--- src/hdl/mdu_settings.svh ---
/* global sizing for the multiply/divide unit
 * data width, rob tag width and divider iteration count
 */
`ifndef MDU_SETTINGS_SVH
`define MDU_SETTINGS_SVH

// rv32 data path
`define MDU_XLEN 32

// rob index width, 32 entries
`define MDU_TAG_BITS 5

// one quotient bit per iteration
`define MDU_DIV_STEPS `MDU_XLEN

`endif

--- src/hdl/mdu_pkg.sv ---
/* shared types for the multiply/divide unit
 * widths, funct3 encodings, request and writeback structs, divider states
 */
`default_nettype none

`include "mdu_settings.svh"

package mdu_pkg;

    typedef logic [`MDU_XLEN-1:0]     word_t;   // operand or result
    typedef logic [`MDU_TAG_BITS-1:0] tag_t;    // rob index
    typedef logic [2:0]               funct3_t; // bit 2 set selects the divider

    // M-extension funct3 encodings
    localparam funct3_t FUNCT3_MUL    = 3'b000;
    localparam funct3_t FUNCT3_MULH   = 3'b001; // signed x signed
    localparam funct3_t FUNCT3_MULHSU = 3'b010; // signed x unsigned
    localparam funct3_t FUNCT3_MULHU  = 3'b011; // unsigned x unsigned
    localparam funct3_t FUNCT3_DIV    = 3'b100;
    localparam funct3_t FUNCT3_DIVU   = 3'b101;
    localparam funct3_t FUNCT3_REM    = 3'b110;
    localparam funct3_t FUNCT3_REMU   = 3'b111;

    // incoming op, 72 bits
    typedef struct packed {
        funct3_t funct3;
        word_t   rs1;
        word_t   rs2;
        tag_t    tag;
    } mdu_req_t;

    // result on the writeback port, 37 bits
    typedef struct packed {
        word_t value;
        tag_t  tag;
    } mdu_wb_t;

    // iterative divider sequence
    typedef enum logic [1:0] {
        IDLE, // waiting for an op
        CALC, // shift-subtract steps
        FIX,  // sign correction
        DONE  // result held until taken
    } div_state_e;

endpackage

`default_nettype wire

--- src/hdl/mdu_issue.sv ---
/* issue stage of the multiply/divide unit
 * one request slot, steered to the multiplier or divider by funct3[2]
 */
`timescale 1ns/1ns
`default_nettype none

`include "mdu_settings.svh"

module mdu_issue (
    input  logic             clk_i,
    input  logic             reset_i,
    // from dispatch
    input  logic             req_valid_i,
    output logic             req_ready_o,
    input  mdu_pkg::mdu_req_t req_i,
    // to multiplier
    output logic             mul_valid_o,
    input  logic             mul_ready_i,
    output mdu_pkg::mdu_req_t mul_req_o,
    // to divider
    output logic             div_valid_o,
    input  logic             div_ready_i,
    output mdu_pkg::mdu_req_t div_req_o
);

    mdu_pkg::mdu_req_t req_q; // held request, payload only
    logic              vld_q;
    logic              is_div;
    logic              sel_ready;
    logic              drain;

    assign is_div    = req_q.funct3[2];
    assign sel_ready = is_div ? div_ready_i : mul_ready_i;
    assign drain     = vld_q && sel_ready; // chosen unit takes it this cycle

    assign req_ready_o = !vld_q || drain; // empty or emptying

    assign mul_valid_o = vld_q && !is_div;
    assign div_valid_o = vld_q && is_div;
    assign mul_req_o   = req_q; // same payload to both, only one valid
    assign div_req_o   = req_q;

    always_ff @(posedge clk_i) begin
        if (reset_i) begin
            vld_q <= 1'b0;
        end else if (req_valid_i && req_ready_o) begin
            vld_q <= 1'b1; // refill, back-to-back allowed
        end else if (drain) begin
            vld_q <= 1'b0;
        end
    end

    always_ff @(posedge clk_i) begin
        if (req_valid_i && req_ready_o) begin
            req_q <= req_i;
        end
    end

    // steering must pick exactly one unit
    a_one_unit: assert property (@(posedge clk_i) disable iff (reset_i)
        !(mul_valid_o && div_valid_o));

endmodule

`default_nettype wire

--- src/hdl/mdu_mul.sv ---
/* two-stage pipelined multiplier for MUL, MULH, MULHSU and MULHU
 * 33x33 signed product with upper or lower word select
 */
`timescale 1ns/1ns
`default_nettype none

`include "mdu_settings.svh"

module mdu_mul (
    input  logic              clk_i,
    input  logic              reset_i,
    input  logic              req_valid_i,
    output logic              req_ready_o,
    input  mdu_pkg::mdu_req_t req_i,
    output logic              res_valid_o,
    input  logic              res_ready_i,
    output mdu_pkg::mdu_wb_t  res_o
);

    // stage one holds operands extended by a single bit
    typedef struct packed {
        logic [`MDU_XLEN:0] op_a;
        logic [`MDU_XLEN:0] op_b;
        logic               hi_sel; // upper word wanted
        mdu_pkg::tag_t      tag;
    } mul_s1_t;

    // stage two holds the low 64 bits of the product
    typedef struct packed {
        logic [2*`MDU_XLEN-1:0] prod;
        logic                   hi_sel;
        mdu_pkg::tag_t          tag;
    } mul_s2_t;

    mul_s1_t s1_d;
    mul_s1_t s1_q;
    mul_s2_t s2_q;
    logic    s1_vld_q;
    logic    s2_vld_q;
    logic    stall;
    logic signed [2*`MDU_XLEN+1:0] prod_full; // 66 bit signed product

    assign stall       = s2_vld_q && !res_ready_i; // output blocked, freeze all
    assign req_ready_o = !stall;

    // operand extension from funct3
    always_comb begin
        s1_d.tag = req_i.tag;
        case (req_i.funct3)
            mdu_pkg::FUNCT3_MULH: begin
                s1_d.op_a   = {req_i.rs1[`MDU_XLEN-1], req_i.rs1};
                s1_d.op_b   = {req_i.rs2[`MDU_XLEN-1], req_i.rs2};
                s1_d.hi_sel = 1'b1;
            end
            mdu_pkg::FUNCT3_MULHSU: begin
                s1_d.op_a   = {req_i.rs1[`MDU_XLEN-1], req_i.rs1};
                s1_d.op_b   = {1'b0, req_i.rs2}; // rs2 unsigned
                s1_d.hi_sel = 1'b1;
            end
            mdu_pkg::FUNCT3_MULHU: begin
                s1_d.op_a   = {1'b0, req_i.rs1};
                s1_d.op_b   = {1'b0, req_i.rs2};
                s1_d.hi_sel = 1'b1;
            end
            default: begin // MUL, low word same for any signedness
                s1_d.op_a   = {1'b0, req_i.rs1};
                s1_d.op_b   = {1'b0, req_i.rs2};
                s1_d.hi_sel = 1'b0;
            end
        endcase
    end

    assign prod_full = $signed(s1_q.op_a) * $signed(s1_q.op_b);

    // valid bits
    always_ff @(posedge clk_i) begin
        if (reset_i) begin
            s1_vld_q <= 1'b0;
            s2_vld_q <= 1'b0;
        end else if (!stall) begin
            s1_vld_q <= req_valid_i;
            s2_vld_q <= s1_vld_q;
        end
    end

    // payload, loaded only with a live op
    always_ff @(posedge clk_i) begin
        if (!stall && req_valid_i) begin
            s1_q <= s1_d;
        end
        if (!stall && s1_vld_q) begin
            s2_q.prod   <= prod_full[2*`MDU_XLEN-1:0];
            s2_q.hi_sel <= s1_q.hi_sel;
            s2_q.tag    <= s1_q.tag;
        end
    end

    assign res_valid_o = s2_vld_q;
    assign res_o.value = s2_q.hi_sel ? s2_q.prod[2*`MDU_XLEN-1:`MDU_XLEN]
                                     : s2_q.prod[`MDU_XLEN-1:0];
    assign res_o.tag   = s2_q.tag;

    // back-pressure freezes both stages
    a_stall_hold: assert property (@(posedge clk_i) disable iff (reset_i)
        stall |=> $stable(s1_vld_q) && $stable(s2_vld_q) && $stable(s2_q)
                  && (!s1_vld_q || $stable(s1_q)));

endmodule

`default_nettype wire

--- src/hdl/mdu_div.sv ---
/* iterative radix-2 restoring divider for DIV, DIVU, REM and REMU
 * one op at a time, divide by zero and signed overflow bypass the loop
 */
`timescale 1ns/1ns
`default_nettype none

`include "mdu_settings.svh"

module mdu_div (
    input  logic              clk_i,
    input  logic              reset_i,
    input  logic              req_valid_i,
    output logic              req_ready_o,
    input  mdu_pkg::mdu_req_t req_i,
    output logic              res_valid_o,
    input  logic              res_ready_i,
    output mdu_pkg::mdu_wb_t  res_o
);

    localparam int CNT_W = $clog2(`MDU_DIV_STEPS);
    localparam logic [CNT_W-1:0] LAST_STEP = CNT_W'(`MDU_DIV_STEPS - 1);
    localparam mdu_pkg::word_t MOST_NEG = {1'b1, {(`MDU_XLEN-1){1'b0}}};

    mdu_pkg::div_state_e state_q;
    mdu_pkg::div_state_e state_d;

    logic [CNT_W-1:0] cnt_q;     // step counter
    mdu_pkg::word_t   quo_q;     // dividend shifts out, quotient shifts in
    mdu_pkg::word_t   rem_q;     // partial remainder
    mdu_pkg::word_t   divisor_q; // magnitude of rs2
    mdu_pkg::tag_t    tag_q;
    logic             is_rem_q;
    logic             neg_quo_q; // operand signs differ
    logic             neg_rem_q; // follows the dividend

    logic             signed_op;
    logic             a_neg;
    logic             b_neg;
    mdu_pkg::word_t   abs_a;
    mdu_pkg::word_t   abs_b;
    logic             div_zero;
    logic             ovf;
    logic [`MDU_XLEN:0] shifted;
    logic [`MDU_XLEN:0] diff;

    // request decode
    assign signed_op = !req_i.funct3[0]; // DIV and REM
    assign a_neg     = signed_op && req_i.rs1[`MDU_XLEN-1];
    assign b_neg     = signed_op && req_i.rs2[`MDU_XLEN-1];
    assign abs_a     = a_neg ? -req_i.rs1 : req_i.rs1; // MOST_NEG stays as 2^31 unsigned
    assign abs_b     = b_neg ? -req_i.rs2 : req_i.rs2;
    assign div_zero  = (req_i.rs2 == '0);
    assign ovf       = signed_op && (req_i.rs1 == MOST_NEG) && (req_i.rs2 == '1);

    // one restoring step
    assign shifted = {rem_q, quo_q[`MDU_XLEN-1]};
    assign diff    = shifted - {1'b0, divisor_q}; // msb set means borrow

    assign req_ready_o = (state_q == mdu_pkg::IDLE);
    assign res_valid_o = (state_q == mdu_pkg::DONE);
    assign res_o.value = is_rem_q ? rem_q : quo_q;
    assign res_o.tag   = tag_q;

    always_comb begin
        state_d = state_q;
        case (state_q)
            mdu_pkg::IDLE: begin
                if (req_valid_i) begin
                    state_d = (div_zero || ovf) ? mdu_pkg::FIX : mdu_pkg::CALC;
                end
            end
            mdu_pkg::CALC: begin
                if (cnt_q == LAST_STEP) begin
                    state_d = mdu_pkg::FIX;
                end
            end
            mdu_pkg::FIX: state_d = mdu_pkg::DONE;
            default: begin // DONE
                if (res_ready_i) begin
                    state_d = mdu_pkg::IDLE;
                end
            end
        endcase
    end

    always_ff @(posedge clk_i) begin
        if (reset_i) begin
            state_q <= mdu_pkg::IDLE;
        end else begin
            state_q <= state_d;
        end
    end

    always_ff @(posedge clk_i) begin
        case (state_q)
            mdu_pkg::IDLE: begin
                if (req_valid_i) begin
                    tag_q    <= req_i.tag;
                    is_rem_q <= req_i.funct3[1];
                    cnt_q    <= '0;
                    if (div_zero) begin
                        quo_q     <= '1;        // all ones quotient
                        rem_q     <= req_i.rs1; // dividend back as remainder
                        neg_quo_q <= 1'b0;
                        neg_rem_q <= 1'b0;
                    end else if (ovf) begin
                        quo_q     <= req_i.rs1; // MOST_NEG / -1 wraps
                        rem_q     <= '0;
                        neg_quo_q <= 1'b0;
                        neg_rem_q <= 1'b0;
                    end else begin
                        quo_q     <= abs_a;
                        rem_q     <= '0;
                        divisor_q <= abs_b;
                        neg_quo_q <= a_neg ^ b_neg;
                        neg_rem_q <= a_neg;
                    end
                end
            end
            mdu_pkg::CALC: begin
                cnt_q <= cnt_q + 1'b1;
                rem_q <= diff[`MDU_XLEN] ? shifted[`MDU_XLEN-1:0] : diff[`MDU_XLEN-1:0];
                quo_q <= {quo_q[`MDU_XLEN-2:0], !diff[`MDU_XLEN]};
            end
            mdu_pkg::FIX: begin
                if (neg_quo_q) begin
                    quo_q <= -quo_q;
                end
                if (neg_rem_q) begin
                    rem_q <= -rem_q;
                end
            end
            default: ; // DONE holds the result
        endcase
    end

    // single op in flight, no result pending while ready
    a_ready_idle: assert property (@(posedge clk_i) disable iff (reset_i)
        req_ready_o |-> state_q == mdu_pkg::IDLE && !res_valid_o);

    // restoring steps keep the partial remainder below the divisor
    a_rem_bound: assert property (@(posedge clk_i) disable iff (reset_i)
        state_q == mdu_pkg::CALC |-> rem_q < divisor_q);

endmodule

`default_nettype wire

--- src/hdl/mdu_wb_arbiter.sv ---
/* round-robin writeback arbiter for multiplier and divider results
 * granted result sits in an output register until the port takes it
 */
`timescale 1ns/1ns
`default_nettype none

`include "mdu_settings.svh"

module mdu_wb_arbiter (
    input  logic             clk_i,
    input  logic             reset_i,
    input  logic             mul_valid_i,
    output logic             mul_ready_o,
    input  mdu_pkg::mdu_wb_t mul_i,
    input  logic             div_valid_i,
    output logic             div_ready_o,
    input  mdu_pkg::mdu_wb_t div_i,
    output logic             wb_valid_o,
    input  logic             wb_ready_i,
    output mdu_pkg::mdu_wb_t wb_o
);

    mdu_pkg::mdu_wb_t wb_q;
    logic             wb_vld_q;
    logic             last_div_q; // divider won the last tie-free grant
    logic             free;
    logic             grant_mul;
    logic             grant_div;

    assign free = !wb_vld_q || wb_ready_i; // empty or draining

    // on contention the loser of last time goes first
    assign grant_mul = free && mul_valid_i && (!div_valid_i || last_div_q);
    assign grant_div = free && div_valid_i && (!mul_valid_i || !last_div_q);

    assign mul_ready_o = grant_mul;
    assign div_ready_o = grant_div;
    assign wb_valid_o  = wb_vld_q;
    assign wb_o        = wb_q;

    always_ff @(posedge clk_i) begin
        if (reset_i) begin
            wb_vld_q   <= 1'b0;
            last_div_q <= 1'b0;
        end else begin
            if (grant_mul || grant_div) begin
                wb_vld_q   <= 1'b1;
                last_div_q <= grant_div;
            end else if (wb_ready_i) begin
                wb_vld_q <= 1'b0;
            end
        end
    end

    always_ff @(posedge clk_i) begin
        if (grant_mul) begin
            wb_q <= mul_i;
        end else if (grant_div) begin
            wb_q <= div_i;
        end
    end

    a_grant_onehot: assert property (@(posedge clk_i) disable iff (reset_i)
        !(grant_mul && grant_div));

    // writeback port holds under back-pressure
    a_wb_hold: assert property (@(posedge clk_i) disable iff (reset_i)
        wb_valid_o && !wb_ready_i |=> wb_valid_o && $stable(wb_o));

endmodule

`default_nettype wire

--- src/hdl/mdu_top.sv ---
/* multiply/divide execution unit
 * issue slot feeding a pipelined multiplier and an iterative divider
 * with one shared writeback port
 */
`timescale 1ns/1ns
`default_nettype none

`include "mdu_settings.svh"

module mdu_top (
    input  logic              clk_i,
    input  logic              reset_i,
    input  logic              req_valid_i,
    output logic              req_ready_o,
    input  mdu_pkg::mdu_req_t req_i,
    output logic              wb_valid_o,
    input  logic              wb_ready_i,
    output mdu_pkg::mdu_wb_t  wb_o
);

    // issue to units
    logic              mul_req_valid;
    logic              mul_req_ready;
    mdu_pkg::mdu_req_t mul_req;
    logic              div_req_valid;
    logic              div_req_ready;
    mdu_pkg::mdu_req_t div_req;

    // units to arbiter
    logic              mul_res_valid;
    logic              mul_res_ready;
    mdu_pkg::mdu_wb_t  mul_res;
    logic              div_res_valid;
    logic              div_res_ready;
    mdu_pkg::mdu_wb_t  div_res;

    mdu_issue u_issue (
        .clk_i       (clk_i),
        .reset_i     (reset_i),
        .req_valid_i (req_valid_i),
        .req_ready_o (req_ready_o),
        .req_i       (req_i),
        .mul_valid_o (mul_req_valid),
        .mul_ready_i (mul_req_ready),
        .mul_req_o   (mul_req),
        .div_valid_o (div_req_valid),
        .div_ready_i (div_req_ready),
        .div_req_o   (div_req)
    );

    mdu_mul u_mul (
        .clk_i       (clk_i),
        .reset_i     (reset_i),
        .req_valid_i (mul_req_valid),
        .req_ready_o (mul_req_ready),
        .req_i       (mul_req),
        .res_valid_o (mul_res_valid),
        .res_ready_i (mul_res_ready),
        .res_o       (mul_res)
    );

    mdu_div u_div (
        .clk_i       (clk_i),
        .reset_i     (reset_i),
        .req_valid_i (div_req_valid),
        .req_ready_o (div_req_ready),
        .req_i       (div_req),
        .res_valid_o (div_res_valid),
        .res_ready_i (div_res_ready),
        .res_o       (div_res)
    );

    mdu_wb_arbiter u_arb (
        .clk_i       (clk_i),
        .reset_i     (reset_i),
        .mul_valid_i (mul_res_valid),
        .mul_ready_o (mul_res_ready),
        .mul_i       (mul_res),
        .div_valid_i (div_res_valid),
        .div_ready_o (div_res_ready),
        .div_i       (div_res),
        .wb_valid_o  (wb_valid_o),
        .wb_ready_i  (wb_ready_i),
        .wb_o        (wb_o)
    );

endmodule

`default_nettype wire

--- config.mk ---
export PLATFORM = sky130hd
export DESIGN_NAME = mdu_top
export DESIGN_NICKNAME = d
export VERILOG_FILES = /design/src/hdl/mdu_pkg.sv /design/src/hdl/mdu_issue.sv /design/src/hdl/mdu_mul.sv /design/src/hdl/mdu_div.sv /design/src/hdl/mdu_wb_arbiter.sv /design/src/hdl/mdu_top.sv
export VERILOG_INCLUDE_DIRS = /design/src /design/src/hdl
export SDC_FILE = /design/constraint.sdc
export NUM_CORES = 2
export LEC_CHECK = 0
export ABC_AREA = 0
export BUFFER_PORTS_ARGS = -buffer_cell sky130_fd_sc_hd__buf_2
export CELL_PAD_IN_SITES_DETAIL_PLACEMENT = 1
export CELL_PAD_IN_SITES_GLOBAL_PLACEMENT = 2
export CORE_ASPECT_RATIO = 0.5
export CORE_MARGIN = 8
export CORE_UTILIZATION = 35
export DETAILED_ROUTE_END_ITERATION = 10
export HOLD_SLACK_MARGIN = 0.03
export PLACE_DENSITY_LB_ADDON = 0.2
export SLEW_MARGIN = 15
export SYNTH_ARGS = -nofsm -noshare
export SYNTH_HDL_FRONTEND = slang
export SYNTH_SLANG_ARGS = --single-unit
--- constraint.sdc ---
create_clock -name clk_i -period 16.4 [get_ports clk_i]
set_input_delay 2.46 -clock clk_i [delete_from_list [all_inputs] [get_ports clk_i]]
set_output_delay 2.46 -clock clk_i [all_outputs]
set_load 0.01 [all_outputs]
# Word level (Yosys, flattened, before mapping)
# Index checks and enable logic that the tools add are counted.
dict set report word_totals {
  in_bits 76
  register_bits 367
  output_inout_bits 39
}
dict set report op_classes {
  n_eq_ne 13
  reduce_logical 46
  n_mul 1
  addsub 6
  n_bitwise 3
  mux 29
}
# op n
set ops {}
lappend ops {{2-to-1 mux 32 bit} 12}
lappend ops {{one-hot mux 67 bit (3 select lines)} 1}
lappend ops {{one-hot mux 32 bit (3 select lines)} 2}
lappend ops {{negator 32 bit} 4}
lappend ops {{2-to-1 mux 37 bit} 2}
lappend ops {{equality test 32 bit (second input constant)} 2}
lappend ops {{multiplier 33 x 33 -> 64 bit} 1}
lappend ops {{subtractor 33 x 32 -> 33 bit} 1}
lappend ops {{logical NOT 32 bit} 1}
lappend ops {{logical AND 1 bit} 15}
lappend ops {{logical NOT 1 bit} 10}
lappend ops {{one-hot mux 5 bit (2 select lines)} 1}
lappend ops {{AND reduction 3 bit} 3}
lappend ops {{2-to-1 mux 2 bit} 4}
lappend ops {{nonzero test 2 bit} 4}
lappend ops {{equality test 3 x 2 -> 1 bit (second input constant)} 2}
lappend ops {{logical OR 1 bit} 6}
lappend ops {{!= test 2 x 1 -> 1 bit (second input constant)} 3}
lappend ops {{one-hot mux 2 bit (3 select lines)} 1}
lappend ops {{adder 5 x 1 -> 5 bit (second input constant)} 1}
lappend ops {{equality test 5 bit (second input constant)} 1}
lappend ops {{2-to-1 mux 1 bit} 5}
lappend ops {{2-to-1 mux 5 bit} 1}
lappend ops {{equality test 2 bit (second input constant)} 2}
lappend ops {{other kinds (11)} 13}

# Longest topological paths before layout
dict set report logic_depth {
  depth_word 12
  ltp_mapped 29
  mapped_depth_nobuf 27
}

# By module
# Synthesis repeated with hierarchy kept, for this count alone.
dict set report hier_totals {
  hier_cells 5730
  hier_area_um2 57725.4
}
# mod cells_each area_per_inst_um2 instances seq_area_each_um2
set by_module_without_submodules {}
lappend by_module_without_submodules {mdu_mul 4369 43241.5 1 4304.1}
lappend by_module_without_submodules {mdu_div 1117 9959.6 1 3313.2}
lappend by_module_without_submodules {mdu_issue 153 2778.9 1 2182.1}
lappend by_module_without_submodules {mdu_wb_arbiter 91 1745.4 1 1151.1}

# Least setup slack after synthesis
# OpenSTA, ideal clock, no wires.
dict set report synth_path {
  path_type {register to register}
  start {register u_mul.s1_q[71] in the netlist's numbering}
  end {register u_mul.s2_q[69] in the netlist's numbering, data pin}
  setup_time_ns 0.260
  synth_period_minus_slack_ns 7.779
  path_buffers 1
  stages_incl_launch_ff 25
  t_arrival_ns 7.519
  path_slack_ns 8.621
  cell_sequence {edfxtp_1 > clkbuf_1 > nand2_1 > inv_1 > fa_1 > fa_1 > fa_1 > inv_1 > fa_1 > inv_1 > fa_1 > fa_1 > inv_1 > fa_1 > fa_1 > inv_1 > ha_1 > a21o_1 > a21o_1 > a21oi_1 > nor2b_1 > o21a_1 > a2111oi_0 > o21bai_1 > xnor2_1}
}
dict set report synth_between {
  elab_chain_cells 1
}
# item line_no
set synth_lines {}
lappend synth_lines {{start, declared} mdu_mul.sv:36} ;# mul_s1_t s1_q;
lappend synth_lines {{start signal, assigned} mdu_mul.sv:89} ;# s1_q <= s1_d;
lappend synth_lines {{multiplier 33 x 33 -> 64 bit} mdu_mul.sv:73} ;# assign prod_full = $signed(s1_q.op_a) * $signed(s1_q.op_b);
lappend synth_lines {{net u_mul.prod_full[63]} mdu_mul.sv:41} ;# logic signed [2*`MDU_XLEN+1:0] prod_full;
lappend synth_lines {{end, declared} mdu_mul.sv:37} ;# mul_s2_t s2_q;
# The timed path passes the listed nets, and every way through them passes these cells.
# A chain may end at the register's enable or synchronous reset.

# Worst setup path in the final report
# Ends and elaborated chain as after synthesis.

==> impl_results.md <==
- Max clock buf depth: 3
- Crit end category: flop
- First-pass GRT wire length: 284100 microns
- CTS buffer count: 44
- Die area: 0.1729 sq mm
- TritonCTS clock tree: yes
- Ranking of synthesized cells by area: fa_1, edfxtp_1, inv_1, and2_1, ha_1
- Final period util: 0.5441
- Clock skew: 43.94 ps
- Initial core utilization: 0.3527
- Synth top cells by count: fa_1, inv_1, nand2_1
- Seq cells post-synth: 367
- Top cell type's share of synthesized area: 0.4048
- Wire length after detailed routing: 184100 microns
- Pins Over Slew Limit: 0
- Vias per cell: 5.088
- Max-slew headroom: 0.1518
- WS Path Type: reg2reg
- IO Count: 115
- Setup TNS: 0 ps
- Detailed-route via count: 38.67k
- CTS root buf: clkbuf_16
- Synth async-reset ratio: 0
- Largest net degree at the start of global routing: 65
- R2r setup slk: 7480 ps
- Grt ovf: 0
- Count leader, synth: fa_1
- Die width: 580.1 microns
- Initial antenna violation count: 8
- Area of the core: 0.1579 sq mm
- RR Endpoint: u_mul.s2_q[69]
- IO buf count: 114
- DR pass1 iterations: 5
- Mean Syn Cell Area: 10.18 sq um
- Min Tclk post-route: 8923 ps
- Wire per inst: 24.23 microns
- Placed insts: 7513
- Reg clk slew, reported paths: 70 ps
- Reg2reg path depth: 21
- Sequential fraction of the synthesis area: 0.1966
- Initial DRC count: 2043
- Final setup violation count: 0
- Die H: 298.1 microns
- Crit-path max cell delay: 950 ps
- Largest area contributor in the netlist: fa_1
- Critical Path Start: u_mul.s1_q[71]
- Area delta synth->final: 8.024%
- Worst setup endpoint: u_mul.s2_q[69]
- Row count: 103
- Hold Vio Cnt, Final: 0
- Cells after Synth: 5471
- Hold path startpoint: u_mul.s1_q[0]
- Predominant post-synthesis flop cell: edfxtp_1
- Most frequent CP cell: fa_1
- Post-CTS Hold Buffers: 0
- Final non-filler cell total: 7600
- Mapped Nets: 6928
- Crit path launch type: flop
- Gpl congestion: 0.8401
- H-tree lvl count: 2
- Crit path arrival time: 9250 ps
- Max-cap violations: 0
- CP max-delay cell: fa_1
- EDFF count, synth: 360
- Clock Latency Late Sink: 610 ps
- DR DRC count: 0
- Synthesized area: 0.05569 sq mm
- CP required: 16730 ps
- Total track usage: 0.2140
- Share of layout cells above drive strength 1: 0.05790
- Clk sinks: 367
- Crit path max fanout: 32
- Setup bufs post-CTS: 0
- Worst Hold Class: reg2reg
- Status: complete, no violations
- Worst Tran Pin Value: 1265 ps
- Netlist cell types: 78
- Post-DP HPWL: 144200 microns
- Number of global-route vias before repair: 44.56k
- Worst flop-to-flop path startpoint: u_mul.s1_q[71]
- Fmax: 112.1 MHz
- Nets: 6916
- Ys Warns: 0
- Number of routed nets with antenna violations: 0
- # resized after CTS: 0
- Unrepaired setup endpoints after global routing: no
- Hold WS: 424.0 ps
- CP Cell Sequence: buf_4, nand2_1, inv_1, fa_1, fa_1, fa_1, inv_1, fa_1, inv_1, fa_1, fa_1, fa_1, fa_1, ha_1, a21o_1, a21oi_1, o22a_1, o211ai_1, a2111oi_0, o21bai_1, xnor2_1
- Final Core Density: 0.3810
[cell families (layout without fill, tap and decap cells)]
kind of cell	Yosys count	after routing	synth area share
compound gates	502	502	0.05887
xor+xnor	211	211	0.03319
fa+ha+maj	1381	1381	0.4621
buf+inv	1354	1375	0.09156
flops	367	367	0.1966
mux	67	67	0.01218
other cells	0	8	0
simple gates	1589	1589	0.1455
[per-stage QoR]
step	area, sq um	setup WS [ps]
floorplan	55690	8621
global placement	58680	7674
detailed placement	58680	7553
CTS	60130	7493
global route	60130	6969
finish	60150	7477
[final cells by class]
type / count / area (sq um)
Clock buffer: 52 / 1131
Multi-Input combinational cell: 3750 / 39730
Clock inverter: 27 / 327.8
Timing Repair Buffer: 210 / 1291
Tap cell: 2100 / 2628
Inverter: 1086 / 4076
Antenna cell: 8 / 20.02
Fill cell: 17600 / 97720
Sequential cell: 367 / 10950
[state kept, by name, summed over array words and instances (netlist names), 2 cells and up]
register,cells
u_arb.wb_o,37
u_div.cnt_q,5
u_div.divisor_q,32
u_div.quo_q,32
u_div.rem_q,32
u_div.state_q,2
u_div.tag_q,5
u_issue.div_req_o,72
u_mul.res_o,5
u_mul.s1_q,72
u_mul.s2_q,65
[critical path, delay by kind of cell (launching register included)]
family / cells / cell delay (ps)
AND/OR/NAND/NOR: 1 / 170
buffers and inverters: 4 / 1210
XOR/XNOR: 1 / 140
AO/OA/AOI/OAI: 6 / 1500
adder cells (fa/ha/maj): 9 / 5270
flip-flops: 1 / 320
[placed cells by master (no fill, tap or decap), types with 7 or more instances in the layout]
master     instances
o21bai_1          20
o31ai_1           23
and3_1            13
a31oi_1           15
a21oi_1          139
nand2_1          642
clkinv_2          10
ha_1             255
o21ai_0          103
nor4_1            17
and2_1           554
or3_1             30
diode_2            8
edfxtp_1         360
nor2b_1           71
a22oi_1           34
a32oi_1           27
a211oi_1          41
nor2_1            83
nand2b_1          25
nand4_1           20
fa_1            1126
nand3_1           32
clkbuf_16         44
mux2i_1           61
o21a_1             7
or4_1              9
nor3_1            55
buf_2            114
buf_4             96
xnor2_1          138
xor2_1            72
a21o_1            39
dfxtp_1            7
inv_1           1086
clkbuf_1           8
[per-layer routing]
metal  wire [microns]  up-vias  GRT usage
li1                 -    16850          -
met1            87790    20850     0.3057
met2            85890      766     0.3544
met3             6450      196    0.01923
met4             3974        2    0.04594
met5               12        -          0
[worst min-delay path by stage]
stage,end,slack [ps],cells after the start
final,u_mul.res_o[0],420,0
after global routing,u_mul.res_o[3],430,0
after CTS,u_mul.res_o[3],430,0
after detailed placement,u_mul.res_o[3],410,0
after global placement,u_mul.res_o[0],400,0
after floorplan,u_mul.res_o[0],400,0
Power is not shown: default switching activity piles up to over one toggle a cycle in this logic, so the estimate is an artifact.
